[src/fxp_cfg_pkg.sv]
package fxp_cfg_pkg;

  // Q8.8 number format
  localparam int word_bits = 16;
  localparam int frac_bits = 8;

  // operand extended by the fraction bits before the root is taken
  localparam int rad_bits = word_bits + frac_bits;

  // one root digit per pair of radicand bits
  localparam int iter_count = rad_bits / 2;

  // partial remainder, two guard bits above the word
  localparam int acc_bits = word_bits + 2;

  // iteration counter width, counts 0 .. iter_count-1
  localparam int cnt_bits = $clog2(iter_count);

endpackage

[src/sqrt_types_pkg.sv]
package sqrt_types_pkg;

  localparam int tag_bits = 4;

  // one Q8.8 value
  typedef logic [fxp_cfg_pkg::word_bits-1:0] fxp_word_t;

  // request identifier, returned unchanged with the result
  typedef logic [tag_bits-1:0] sqrt_tag_t;

  // ========================================
  // channel payloads
  // ========================================

  typedef struct packed {
    fxp_word_t operand;
    sqrt_tag_t tag;
  } sqrt_req_t;

  // exact is set when the final remainder is zero
  typedef struct packed {
    fxp_word_t root;
    sqrt_tag_t tag;
    logic      exact;
  } sqrt_result_t;

endpackage

[src/fxp_sqrt_top.sv]
`timescale 1ns/1ps

module fxp_sqrt_top (
  input  logic                         clk,
  input  logic                         reset,

  input  logic                         recv_val,
  output logic                         recv_rdy,
  input  sqrt_types_pkg::sqrt_req_t    recv_msg,

  output logic                         send_val,
  input  logic                         send_rdy,
  output sqrt_types_pkg::sqrt_result_t send_msg
);

  import sqrt_types_pkg::*;

  // input buffer to core
  logic         op_val;
  logic         op_rdy;
  sqrt_req_t    op_msg;

  // core to output buffer
  logic         res_val;
  logic         res_rdy;
  sqrt_result_t res_msg;

  // control and datapath
  logic         load;
  logic         step;
  logic         rem_nonneg;

  operand_stage u_operand_stage (
    .clk      (clk),
    .reset    (reset),
    .recv_val (recv_val),
    .recv_rdy (recv_rdy),
    .recv_msg (recv_msg),
    .op_val   (op_val),
    .op_rdy   (op_rdy),
    .op_msg   (op_msg)
  );

  sqrt_ctrl u_ctrl (
    .clk        (clk),
    .reset      (reset),
    .op_val     (op_val),
    .op_rdy     (op_rdy),
    .res_val    (res_val),
    .res_rdy    (res_rdy),
    .rem_nonneg (rem_nonneg),
    .load       (load),
    .step       (step)
  );

  sqrt_dpath u_dpath (
    .clk        (clk),
    .op_msg     (op_msg),
    .load       (load),
    .step       (step),
    .rem_nonneg (rem_nonneg),
    .res_msg    (res_msg)
  );

  result_stage u_result_stage (
    .clk      (clk),
    .reset    (reset),
    .res_val  (res_val),
    .res_rdy  (res_rdy),
    .res_msg  (res_msg),
    .send_val (send_val),
    .send_rdy (send_rdy),
    .send_msg (send_msg)
  );

endmodule

[src/operand_stage.sv]
`timescale 1ns/1ps

module operand_stage (
  input  logic                      clk,
  input  logic                      reset,

  input  logic                      recv_val,
  output logic                      recv_rdy,
  input  sqrt_types_pkg::sqrt_req_t recv_msg,

  output logic                      op_val,
  input  logic                      op_rdy,
  output sqrt_types_pkg::sqrt_req_t op_msg
);

  import sqrt_types_pkg::*;

  logic      full;
  sqrt_req_t entry;
  logic      recv_go;
  logic      op_go;

  // transfers on this edge
  assign op_go   = full && op_rdy;
  assign recv_go = recv_val && recv_rdy;

  // room if empty, or if the core drains the entry this cycle
  assign recv_rdy = !full || op_rdy;

  // fill and drain may happen on the same edge
  always_ff @(posedge clk) begin
    if (reset) begin
      full <= 1'b0;
    end else if (recv_go) begin
      full <= 1'b1;
    end else if (op_go) begin
      full <= 1'b0;
    end
  end

  always_ff @(posedge clk) begin
    if (recv_go) begin
      entry <= recv_msg;
    end
  end

  assign op_val = full;
  assign op_msg = entry;

endmodule

[src/result_stage.sv]
`timescale 1ns/1ps

module result_stage (
  input  logic                         clk,
  input  logic                         reset,

  input  logic                         res_val,
  output logic                         res_rdy,
  input  sqrt_types_pkg::sqrt_result_t res_msg,

  output logic                         send_val,
  input  logic                         send_rdy,
  output sqrt_types_pkg::sqrt_result_t send_msg
);

  import sqrt_types_pkg::*;

  logic         full;
  sqrt_result_t entry;
  logic         res_go;
  logic         send_go;

  assign send_go = full && send_rdy;
  assign res_go  = res_val && res_rdy;

  // accept while empty or while the held result leaves
  assign res_rdy = !full || send_rdy;

  always_ff @(posedge clk) begin
    if (reset) begin
      full <= 1'b0;
    end else if (res_go) begin
      full <= 1'b1;
    end else if (send_go) begin
      full <= 1'b0;
    end
  end

  // held steady while send_rdy is low
  always_ff @(posedge clk) begin
    if (res_go) begin
      entry <= res_msg;
    end
  end

  assign send_val = full;
  assign send_msg = entry;

endmodule

[src/sqrt_ctrl.sv]
`timescale 1ns/1ps

module sqrt_ctrl (
  input  logic clk,
  input  logic reset,

  input  logic op_val,
  output logic op_rdy,

  output logic res_val,
  input  logic res_rdy,

  input  logic rem_nonneg,
  output logic load,
  output logic step
);

  import fxp_cfg_pkg::*;

  typedef enum logic [1:0] {
    s_idle,
    s_iter,
    s_done
  } state_t;

  state_t              state;
  state_t              state_next;
  logic [cnt_bits-1:0] count;
  logic                last_iter;

  assign last_iter = (count == cnt_bits'(iter_count - 1));

  // ========================================
  // state machine
  // ========================================

  always_comb begin
    state_next = state;
    case (state)
      s_idle: if (op_val) state_next = s_iter;
      s_iter: if (last_iter) state_next = s_done;
      s_done: if (res_rdy) state_next = s_idle;
      default: state_next = s_idle;
    endcase
  end

  always_ff @(posedge clk) begin
    if (reset) begin
      state <= s_idle;
    end else begin
      state <= state_next;
    end
  end

  // iteration counter restarts on every load
  always_ff @(posedge clk) begin
    if (reset) begin
      count <= '0;
    end else if (load) begin
      count <= '0;
    end else if (step) begin
      count <= count + 1'b1;
    end
  end

  // ========================================
  // outputs
  // ========================================

  assign op_rdy  = (state == s_idle);
  assign load    = op_rdy && op_val;

  // datapath holds in done until the result leaves
  assign step    = (state == s_iter);
  assign res_val = (state == s_done);

endmodule

[src/sqrt_dpath.sv]
`timescale 1ns/1ps

module sqrt_dpath (
  input  logic                         clk,

  input  sqrt_types_pkg::sqrt_req_t    op_msg,
  input  logic                         load,
  input  logic                         step,

  output logic                         rem_nonneg,
  output sqrt_types_pkg::sqrt_result_t res_msg
);

  import fxp_cfg_pkg::*;
  import sqrt_types_pkg::*;

  // ========================================
  // state registers
  // ========================================

  logic [rad_bits-1:0] rad;
  fxp_word_t           root;
  logic [acc_bits-1:0] acc;
  sqrt_tag_t           tag_reg;

  // ========================================
  // one digit of the root
  // ========================================

  logic [acc_bits-1:0] acc_shift;
  logic [acc_bits-1:0] trial_val;
  logic [acc_bits-1:0] diff;

  // bring down the next two radicand bits
  assign acc_shift = {acc[acc_bits-3:0], rad[rad_bits-1 -: 2]};

  // trial value is the root so far followed by 01
  assign trial_val = {root, 2'b01};
  assign diff      = acc_shift - trial_val;

  // sign test, msb of the difference
  assign rem_nonneg = !diff[acc_bits-1];

  always_ff @(posedge clk) begin
    if (load) begin
      // append frac_bits zeros so the root keeps the Q8.8 scale
      rad     <= {op_msg.operand, {frac_bits{1'b0}}};
      root    <= '0;
      acc     <= '0;
      tag_reg <= op_msg.tag;
    end else if (step) begin
      rad  <= {rad[rad_bits-3:0], 2'b00};
      root <= {root[word_bits-2:0], rem_nonneg};
      if (rem_nonneg) begin
        acc <= diff;
      end else begin
        // trial failed, keep the shifted remainder
        acc <= acc_shift;
      end
    end
  end

  // ========================================
  // result
  // ========================================

  // a zero remainder means the root is exact
  assign res_msg = '{
    root:  root,
    tag:   tag_reg,
    exact: (acc == '0)
  };

endmodule

[config.mk]
export PLATFORM = sky130hd
export DESIGN_NAME = fxp_sqrt_top
export DESIGN_NICKNAME = d
export VERILOG_FILES = /design/src/fxp_cfg_pkg.sv /design/src/sqrt_types_pkg.sv /design/src/fxp_sqrt_top.sv /design/src/operand_stage.sv /design/src/result_stage.sv /design/src/sqrt_ctrl.sv /design/src/sqrt_dpath.sv
export SDC_FILE = /design/constraint.sdc
export NUM_CORES = 1
export LEC_CHECK = 0
export BUFFER_PORTS_ARGS = -buffer_cell sky130_fd_sc_hd__clkbuf_2
export CORE_ASPECT_RATIO = 0.9
export CORE_UTILIZATION = 25
export CTS_BUF_LIST = sky130_fd_sc_hd__clkbuf_8
export DETAILED_ROUTE_END_ITERATION = 10
export SYNTH_ARGS = -nofsm -noshare
export SYNTH_HDL_FRONTEND = slang
export SYNTH_HIERARCHICAL = 1
export SYNTH_SLANG_ARGS = --single-unit
[constraint.sdc]
create_clock -name clk -period 3.6 [get_ports clk]
set_clock_uncertainty 0.15 [all_clocks]
set_input_delay 0.36 -clock clk [delete_from_list [all_inputs] [get_ports clk]]
set_output_delay 0.36 -clock clk [all_outputs]
set_load 0.01 [all_outputs]
# [Yosys cells after proc, flatten, opt, wreduce, memory -nomap -nowiden]
# Cells that the tools add are included.
[totals] out_inout_bits=23 ff_bits=103 inputBits=24
[op_classes] n_eq_ne=6 n_addsub=2 reduce_logical=16 n_mux=11
[ops] op="$mux W24" count=2
[ops] op="$logic_not A18 Y1" count=1
[ops] op="$mux W18" count=1
[ops] op="$sub A18 B18 Y18" count=1
[ops] op="$mux W2" count=3
[ops] op="$pmux W2 S3" count=1
[ops] op="$reduce_bool A2 Y1" count=3
[ops] op="$add A4 B1 Y4 const B" count=1
[ops] op="$eq A4 B4 Y1 const B" count=1
[ops] op="$logic_and A1 B1 Y1" count=4
[ops] op="$mux W1" count=4
[ops] op="$ne A2 B2 Y1 const B" count=2
[ops] op="$logic_not A1 Y1" count=3
[ops] op="$reduce_and A3 Y1" count=1
[ops] op="$eq A2 B1 Y1 const B" count=1
[ops] op="$eq A2 B2 Y1 const B" count=1
[ops] op="$logic_not A2 Y1" count=1
[ops] op="$logic_or A1 B1 Y1" count=2
[ops] op="$ne A2 B1 Y1 const B" count=1
[ops] op="$reduce_or A2 Y1" count=1

# [Longest topological paths before layout]
# Gate-level depths: netlist of run 1.
[logic_depth] word_depth=4 depth_mapped=10 ltp_nobuf=9

# [By module]
# Netlist of run 1, hierarchy kept.
[by_module_without_submodules] mod="sqrt_dpath" n_inst=1 cells_each=315 seq_area_each_um2=1281.2 area_per_inst_um2=3067.9
[by_module_without_submodules] mod="result_stage" n_inst=1 cells_each=26 seq_area_each_um2=650.6 area_per_inst_um2=685.7
[by_module_without_submodules] mod="operand_stage" n_inst=1 cells_each=25 seq_area_each_um2=620.6 area_per_inst_um2=655.6
[by_module_without_submodules] mod="sqrt_ctrl" n_inst=1 cells_each=29 seq_area_each_um2=120.1 area_per_inst_um2=270.3

# [Worst setup path before layout of run 1]
# OpenSTA, ideal clock, no wires.
[synth_path] path_kind="reg-to-reg" from="register u_dpath.root[0]" to="register u_dpath.acc[1]" required_time_ps=3328 synth_period_minus_slack_ps=2399 setup_time_ps=122 path_stages_with_launch=10 n_path_buf=1 arrival_ps=2128 path_slack_ps=1201 path_cell_list="dfxtp_1 > inv_1 > ha_1 > o211ai_1 > o21ai_2 > o21a_2 > nor3_2 > o211ai_4 > buf_4 > o311a_1"
[synth_between] elab_chain_len=2
[synth_rtl] item="start: declaration" line_no="sqrt_dpath.sv:22" source="fxp_word_t root;"
[synth_rtl] item="start signal: assignment" line_no="sqrt_dpath.sv:53" source="root <= {root[word_bits-2:0], rem_nonneg};"
[synth_rtl] item="$sub A18 B18 Y18" line_no="sqrt_dpath.sv:39" source="assign diff = acc_shift - trial_val;"
[synth_rtl] item="$mux W18" line_no="sqrt_dpath.sv:54" source="if (rem_nonneg) begin"
[synth_rtl] item="end signal: assignment" line_no="sqrt_dpath.sv:55" source="acc <= diff;"
[synth_rtl] item="end signal: assignment" line_no="sqrt_dpath.sv:58" source="acc <= acc_shift;"
[synth_rtl] item="end: declaration" line_no="sqrt_dpath.sv:23" source="logic [acc_bits-1:0] acc;"
# Every way passes these cells.
# A chain may end at the register's enable or synchronous reset.

# [Worst setup path after layout of run 1]
[layout_path] from="register u_dpath.root[9]" to="register u_dpath.acc[16]"
# Same word-level chain as after synthesis.

==> results of run 1 <==
through the flow:
step / cells / hold WS, ps
floorplan: 395 / 250
finish: 711 / 38.4
global placement: 675 / 252
CTS: 711 / 21.5
detailed placement: 675 / 266
global route: 711 / 27.2
area by class of cell:
cell class	instances	share of cell area [%]
flip-flops and latches	103	47.8
multi-input cells	254	33.1
repair buffers	69	8.10
well taps	245	5.48
clock buffers	9	2.22
clock inverters	7	1.70
inverters	24	1.61
cells in the final DEF, fill, tap and decap left out, drive strengths merged, types with 4 or more instances in the layout:
cell,count
xor2,4
a21oi,19
nor2,46
dlygate4sd3,20
mux2,14
nand3,8
nor4,7
ha,17
nand2,17
nor3,5
o21a,4
inv,28
edfxtp,61
mux2i,27
a211oi,13
xnor2,11
o21ai,13
dfxtp,42
clkbuf,55
and2,5
nor2b,5
worst min-delay path, delay by kind of cell:
| kind | cells | cell delay (ps) |
|---|---|---|
| buffers and inverters | 2 | 150 |
| AOI/OAI and AO/OA | 1 | 40 |
routing by layer:
layer | up-vias | GRT usage, % | share of wire, %
met5 | - | 0 | 0
met4 | 0 | 3.99 | 1.5
met3 | 13 | 3.29 | 5.8
met2 | 71 | 16.8 | 46
met1 | 1527 | 13.3 | 46
li1 | 1573 | - | -
cells by family after synthesis:
kind of cell,Yosys count,share of synthesized area [%]
AO/OA/AOI/OAI,73,11.2
XOR/XNOR,15,2.81
adder cells (fa/ha/maj),17,4.55
buffers and inverters,38,3.37
flip-flops,103,57.1
multiplexers,41,9.14
AND/OR/NAND/NOR,108,11.8
worst paths after layout:
path / startpoint / to / cells past startpoint
worst max-delay path: u_dpath/root[9] / u_dpath/acc[16] / 8
worst max register to register: u_dpath/root[9] / u_dpath/acc[16] / 8
worst min register to register: u_operand_stage/op_msg[2] / u_dpath/tag_reg[2] / 0
worst min-delay path: recv_val / u_operand_stage/op_val / 3
power by group through the flow:
stage	clock, uW	sequential [uW]	combinational [uW]
3_5_place_dp	0	1560	1610
4_1_cts	823	1540	1630
5_1_grt	872	1560	1830
3_3_place_gp	0	1560	1580
6_report	799	1530	1640
2_1_floorplan	0	1510	1370
==> key figures, run 1 <==
Cells and area
  • Layout Nets: 502
  • Final Util: 30.5%
  • Number of flip-flops in the largest register: 21
  • Footprint of the multi-input gates: around 1900 sq um
  • P&R area growth vs syn: 19.5%
  • Layout cell share with drive strength beyond 1: 20.8%
  • Fill count: 1900
  • Total inserted antenna cells: 0
  • Final instance area: 5590 sq um
  • Sequential cell area: 2670 sq um

Timing
  • Setup TNS: 0 ps
  • Final WS setup: 642 ps
  • Slew HR: 40.4%
  • Maximum clock rate: 0.338 GHz
  • Final Hold Viols: 0
  • Fin crit period: 2960 ps
  • Unrepaired setup endpoints after global routing: false
  • Final Slew Violations: 0
  • Setup violators final: 0
  • Final critical-path share of the clock period: between 80% and 90%
  • Worst slew pin tran: 889 ps

Die
  • Row Count: 47
  • Initial Util: 25.5%
  • Die H: ~130 microns
  • Die width: ~150 microns
  • I/O pin total: 47
  • Die area: 19300 sq um
  • Core Box Area: around 18000 sq um

Yosys
  • Post-synthesis cell area: between 4000 and 5000 sq um
  • Top cells by count, synth: 61 x edfxtp_1, 46 x nor2_1, 42 x dfxtp_1
  • Top cells by area, synth: edfxtp_1 39%, dfxtp_1 18%, mux2i_1 5.8%, ha_1 4.5%, nor2_1 3.7%
  • Yosys reg bits: approximately 100
  • Most numerous cell in the Yosys netlist: edfxtp_1
  • Post-synth EDFFs: 61
  • Syn Inst Count: 395
  • Top_reg_cell synth: edfxtp_1
  • Leading area contributor after synthesis: edfxtp_1
  • Synth cell types: 59
  • FFs w/ async S/R, synth: 0%
  • Sequential share of the synthesized area: 57.1%
  • Synthesized Nets: 436
  • Post-Syn Area per Cell: 11.8 sq um
  • Top-area cell type share of the netlist area: approximately two fifths
  • Syn. warnings: 6

Routing
  • Via density: 4.48
  • Via count: about 3200
  • TritonRoute pass-1 iters: 5
  • Detailed Route WL: 9450 microns
  • DRC: 0
  • WL/cell: 13.3 microns
  • DRT antenna net count: 0
  • Drt first-iter violations: 190

Setup path
  • Worst path cell trace: inv_1 -> ha_1 -> nand4_2 -> o22ai_1 -> nor3_2 -> o211ai_4 -> nor2_1 -> a2111oi_2
  • Reg2reg setup slack: 640 ps
  • CP max stage cell: o211ai_4
  • Worst Setup End Kind: register
  • WP data required: 3740 ps
  • Largest stage delay, worst path: 740 ps
  • CP arrival: 3090 ps
  • Critical path class: register to register
  • CP Launch Type: register
  • Worst Path Buf+Inv: 1
  • CP delay by family, top: compound AO/OA/AOI/OAI gates
  • Crit Path Max Fanout: 25

Global route
  • GRT overflow: 0
  • Number of global-route vias before repair: between 3000 and 4000
  • First-pass GRT wire length: 16000 microns
  • Initial antenna violation count: 0
  • Largest net degree at the start of global routing: 37
  • GRT Util Overall: 10.5%

Placed design
  • DP Worst Slack: about 660 ps
  • Port Buffer Count: 46
  • RePlAce Congestion: 0.911
  • Placed Area: 5170 sq um
  • HPWL Detailed: 6540 microns

Outcome
  • Status: finished, final reports clean

Pwr
  • Net Switching: 1500 uW
  • Clock power share: 20.1%
  • Sequential share of power: 38.7%
  • VDD IR max: 302 uV
  • Power Total: 3970 uW
  • Leak: 0.00210 uW
  • Switching Fraction: 37.9%
  • Comb pwr share: 41.2%
  • PwrDens: 710 nW/um^2
  • Int Pwr: 2470 uW

Clock tree
  • H-tree depth: 3
  • CTS root buf: clkbuf_8
  • Hold_buf cts: 20
  • Sink Count: between 100 and 150
  • CTS tree: built
  • Clk Latency, worst-skew pair: 390 ps
  • Post-CTS Repair Setup Buffers: 0
  • Clock slew at reported path FFs: 110 ps
  • Clock buffer count from CTS: 9
  • CTS resizes: 0
  • Max clock buf depth: 2

Run
  • Max Cap Viol: 0

Worst hold path
  • Hold WC Path Type: primary input to register
(Power assumes the default switching activity.)
==> run 2, diff against run 1 <==
==> constraint.sdc (replaced) <==
create_clock -name clk -period 3 [get_ports clk]
set_clock_uncertainty 0.15 [all_clocks]
set_input_delay 0.3 -clock clk [delete_from_list [all_inputs] [get_ports clk]]
set_output_delay 0.3 -clock clk [all_outputs]
set_load 0.01 [all_outputs]
==> key figures, run 2 (synthesis results as in run 1) <==
Run
  • Max Cap Viol: 0

Routing
  • DRC: 0
  • Drt first-iter violations: approximately 180
  • TritonRoute pass-1 iters: 5
  • DRT antenna net count: 0
  • Via count: 3254
  • WL/cell: 13.3 microns
  • Via density: approximately 4.5
  • Detailed Route WL: 9570 microns

Timing
  • Final critical-path share of the clock period: 93.6%
  • Slew HR: 56.8%
  • Fin crit period: 2810 ps
  • Maximum clock rate: 0.356 GHz
  • Setup TNS: 0 ps
  • Unrepaired setup endpoints after global routing: false
  • Final Hold Viols: 0
  • Worst slew pin tran: 645 ps
  • Final Slew Violations: 0
  • Setup violators final: 0

Die
  • Core Box Area: 18300 sq um
  • Row Count: 47
  • I/O pin total: 47
  • Die width: 146 microns
  • Die H: about 130 microns
  • Initial Util: 25.5%
  • Die area: 19300 sq um

Clock tree
  • Clock buffer count from CTS: 9
  • Clock slew at reported path FFs: about 110 ps
  • H-tree depth: 3
  • Post-CTS Repair Setup Buffers: 0
  • CTS tree: built
  • CTS root buf: clkbuf_8
  • Clk Latency, worst-skew pair: about 380 ps
  • Sink Count: 103
  • Max clock buf depth: 2

Cells and area
  • Commonest non-fill, non-tap cell in the layout: edfxtp_1
  • Layout Nets: 508
  • P&R area growth vs syn: 20.7%
  • Total inserted antenna cells: 0
  • Highest-count cells in the layout ignoring fill and taps: 61 x edfxtp_1, 46 x clkbuf_2, 46 x nor2_1
  • Number of flip-flops in the largest register: 21
  • Final non-filler cell total: 717
  • Layout cell share with drive strength beyond 1: 22.0%

Global route
  • Largest net degree at the start of global routing: 26
  • Initial antenna violation count: 0
  • First-pass GRT wire length: between 15000 and 20000 microns
  • GRT Util Overall: 10.2%
  • GRT overflow: 0
  • Number of global-route vias before repair: 3180

Worst hold path
  • Worst hold start: reset
  • Hold WC Path Type: primary input to register
  • WHS Path Cells: 2
  • Hold EP: u_operand_stage/op_val

Setup path
  • Worst Setup End Kind: register
  • R2R depth: 9
  • CP Launch Type: register
  • Crit Path Max Fanout: 13
  • Critical path class: register to register
  • WP data required: 3140 ps
  • CP arrival: approximately 3000 ps
  • R2r startpoint: u_dpath/root[8]
  • Reg2reg setup slack: about 190 ps
  • Reg2reg end: u_dpath/acc[16]

Placed design
  • Cells after DPL: ~680
  • RePlAce Congestion: a little over 0.8
  • Port Buffer Count: 46
  • HPWL Detailed: 6440 microns

Outcome
  • Status: finished, final reports clean

Pwr
  • Power Total: 4810 uW
  • PwrDens: approximately 850 nW/um^2
  • VDD IR max: roughly 340 uV
  • Leak: 0.00212 uW
run 2: changes by cell type in the layout (fill, tap and decap cells not counted), sizes merged:
cell,before,now
buf,3,7
o211ai,2,3
dlygate4sd3,20,21
bufinv,1,0
inv,28,25
clkinv,2,6
run 2: worst max-delay path by stage:
stage / from / endpoint / depth (start not counted)
after CTS: u_dpath/root[0] / u_dpath/acc[16] / 9
after floorplan: u_dpath/root[0] / u_dpath/acc[1] / 9
after detailed placement: u_dpath/root[0] / u_dpath/acc[16] / 9
after global routing: u_dpath/root[8] / u_dpath/acc[16] / 9
final: u_dpath/root[8] / u_dpath/acc[16] / 9
after global placement: u_dpath/root[0] / u_dpath/acc[16] / 9
run 2: area by class of cell:
class	count	area, sq um
fillers	1867	12700
clock inverters	7	76.3
flip-flops and latches	103	2670
inverters	24	90.1
well taps	245	307
repair buffers	74	493
clock buffers	9	124
multi-input cells	255	1890
run 2: where the power goes:
| group | internal (uW) | switching, uW | total [uW] |
|---|---|---|---|
| Clock | 326 | 525 | 850 |
| Combinational | 916 | 1200 | 2120 |
| Sequential | 1680 | 164 | 1840 |
run 2: critical path, stage by stage (launching register included):
cell       delay (ps)
dfxtp_1           390
inv_1              60
ha_1              380
a21oi_1           260
o22ai_2           160
nor4_1            370
o21ai_2           180
o211ai_4          310
nor2_1            110
a2111oi_2         360
run 2: per-layer routing:
| metal | up-vias | routed length [microns] | GRT usage (%) | share of wire [%] |
|---|---|---|---|---|
| li1 | 1593 | - | - | - |
| met1 | 1567 | 4580 | 13.3 | 48 |
| met2 | 80 | 4330 | 16.0 | 45 |
| met3 | 14 | 489 | 3.18 | 5.1 |
| met4 | 0 | 165 | 3.47 | 1.7 |
| met5 | - | 0 | 0 | 0 |
run 2: metrics by stage:
| step | setup WS [ps] | util [%] | hold slack [ps] | area (sq um) |
|---|---|---|---|---|
| final | 192 | 30.8 | 32.8 | 5650 |
| after global routing | 35.5 | 30.8 | 27.4 | 5650 |
| after CTS | 64.4 | 30.6 | 14.2 | 5610 |
| after detailed placement | 106 | 28.4 | 255 | 5200 |
| after global placement | 181 | 28.4 | 251 | 5200 |
| after floorplan | 601 | - | 212 | 4680 |
run 2: timing repair:
action	CTS	global route
gates resized for setup	0	5
endpoints found under the hold margin	21	0
setup endpoints to repair	0	15
hold buffers	21	0
==> run 3, diff against run 2 <==
--- a/config.mk
+++ b/config.mk
@@ -5,6 +5,7 @@
 export SDC_FILE = /design/constraint.sdc
 export NUM_CORES = 1
 export LEC_CHECK = 0
+export ABC_AREA = 1
 export BUFFER_PORTS_ARGS = -buffer_cell sky130_fd_sc_hd__clkbuf_2
 export CORE_ASPECT_RATIO = 0.9
 export CORE_UTILIZATION = 25
==> key figures, run 3 <==
Clock tree
  • CTS resizes: 0
  • Clock slew at reported path FFs: 100 ps
  • CTS tree: built
  • Clock buffer count from CTS: 9
  • H-tree depth: 3
  • Sink Count: around 100
  • Clk Latency, worst-skew pair: 370 ps
  • Max clock buf depth: 2
  • CTS root buf: clkbuf_8

Global route
  • Largest net degree at the start of global routing: 24
  • GRT overflow: 0
  • Number of global-route vias before repair: 3603
  • GRT Util Overall: approximately 11%
  • First-pass GRT wire length: 18000 microns
  • Initial antenna violation count: 0

Timing
  • Maximum clock rate: ~0.41 GHz
  • Hold WS: 16.9 ps
  • Final Hold Viols: 0
  • Setup violators final: 0
  • Setup TNS: 0 ps
  • Final Slew Violations: 0
  • Unrepaired setup endpoints after global routing: false
  • Final WS setup: 533 ps
  • Worst slew pin tran: 605 ps
  • Final critical-path share of the clock period: 82.2%
  • Slew HR: roughly three fifths
  • Fin crit period: approximately 2500 ps

Setup path
  • CP max stage cell: clkinv_1
  • Reg2reg end: u_dpath/acc[3]
  • CP Launch Type: register
  • Worst path depth: 9
  • Worst Setup End Kind: register
  • Critical path's most frequent cell: nand2_1
  • Reg2reg setup slack: 530 ps
  • WP data required: a little over 3000 ps
  • Largest stage delay, worst path: 460 ps
  • Crit path to: u_dpath/acc[3]
  • CP delay by family, top: buffers and inverters
  • Crit Path Max Fanout: 18
  • Setup crit start: u_ctrl/state[0]
  • Worst path cell trace: nor2_2 -> nand2_1 -> inv_1 -> inv_1 -> nand2_1 -> buf_4 -> clkinv_1 -> nand3_1 -> nand2_1
  • Worst Path Buf+Inv: 4
  • R2r startpoint: u_ctrl/state[0]
  • CP arrival: 2580 ps
  • Critical path class: register to register
  • R2R depth: 9

Placed design
  • DP Worst Slack: between 400 and 500 ps
  • RePlAce Congestion: 0.867
  • Placed Area: 5590 sq um
  • Port Buffer Count: 46
  • HPWL Detailed: 8080 microns

Run
  • Max Cap Viol: 0

Yosys
  • Most numerous cell in the Yosys netlist: nand2_1
  • Synthesized Nets: 623
  • Post-Syn Area per Cell: roughly 8.7 sq um
  • Top cells by area, synth: edfxtp_1 36%, dfxtp_1 17%, nand2_1 15%, inv_1 5.7%, ha_1 4.2%
  • Top_reg_cell synth: edfxtp_1
  • Post-synth EDFFs: between 60 and 70
  • Syn. warnings: 6
  • Top cells by count, synth: 204 x nand2_1, 77 x inv_1, 61 x edfxtp_1
  • Syn Inst Count: 582
  • Sequential share of the synthesized area: 52.8%
  • Yosys reg bits: 103
  • Post-synthesis cell area: 5070 sq um
  • Top-area cell type share of the netlist area: 36.2%
  • Leading area contributor after synthesis: edfxtp_1
  • FFs w/ async S/R, synth: 0%
  • Synth cell types: 40

Cells and area
  • Commonest non-fill, non-tap cell in the layout: nand2_1
  • Number of flip-flops in the largest register: 21
  • P&R area growth vs syn: 17.8%
  • Final instance area: 5970 sq um
  • Layout cell share with drive strength beyond 1: 17.1%
  • Highest-count cells in the layout ignoring fill and taps: 204 x nand2_1, 79 x inv_1, 61 x edfxtp_1
  • Total inserted antenna cells: 0
  • Layout Nets: 695

Routing
  • DRC: 10
  • WL/cell: about 12 microns
  • Via density: about 4.2
  • DRT antenna net count: 0
  • Detailed Route WL: 10900 microns
  • TritonRoute pass-1 iters: 8
  • Via count: approximately 3900
  • Drt first-iter violations: about 250

Outcome
  • Failing checks: DRC
  • Status: complete, but fails checks

Die
  • Die width: 152 microns
  • Die H: about 140 microns
  • Die area: about 21000 sq um
  • Core Box Area: 19900 sq um
  • Row Count: 49
  • I/O pin total: 47
  • Initial Util: 25.4%

Pwr
  • Leak: 0.00273 uW
  • Power Total: 6100 uW
  • VDD IR max: 519 uV
  • PwrDens: 1020 nW/um^2

Worst hold path
  • Hold WC Path Type: primary input to register
-- run 3: cell count changes in the layout (fill, tap and decap cells not counted), moves of 13 or more --
cell,change
inv_1,+56
mux2_2,-14
mux2i_1,-27
nand2_1,+187
nand3_1,+33
nand3_2,+13
nor2_1,-24
o22ai_1,+15
-- run 3: how the worst min path moves through the flow --
stage / from / to / cells after the start
after CTS: reset / u_operand_stage/op_val / 2
final: reset / u_result_stage/send_val / 2
after detailed placement: u_operand_stage/op_msg[2] / u_dpath/tag_reg[2] / 0
after floorplan: reset / u_operand_stage/op_val / 1
after global routing: reset / u_result_stage/send_val / 2
after global placement: u_operand_stage/op_msg[0] / u_dpath/tag_reg[0] / 0
-- run 3: cell families (layout without fill, tap and decap cells) --
group           after synthesis  count (layout)  share of synthesized area [%]
flops                       103             103                           52.8
simple gates                316             316                           28.8
compound gates               40              40                           4.69
xor+xnor                      8               8                           1.53
buf+inv                      98             175                           8.03
fa+ha+maj                    17              17                           4.20
-- run 3: metal layers --
layer  wire (microns)  global-route usage [%]  part of all wire (%)
met1             5410                    14.6                    50
met2             4800                    17.6                    44
met3              506                    2.98                   4.7
met4              159                    3.80                   1.5
met5                0                       0                     0
-- run 3: cell type report --
type	count	area, sq um
fill	2073	14000
sequential	103	2670
multi-input combinational	381	1990
timing repair buffer	73	483
inverter	86	325
tap	255	319
clock buffer	9	124
clock inverter	7	48.8
-- run 3: through the flow --
stage	utilization, %	std cells
CTS	29.9	914
detailed placement	28.1	878
finish	29.9	914
floorplan	-	582
global placement	28.1	878
global route	29.9	914
-- run 3: timing repair --
action | in CTS | in global routing
endpoints found under the hold margin | 20 | 0
hold buffers | 20 | 0
buffers inserted | 0 | 0
-- run 3: power by group --
group	total [uW]	switching, uW	internal (uW)
registers	1820	149	1670
clock network	793	488	305
logic	3480	2270	1220
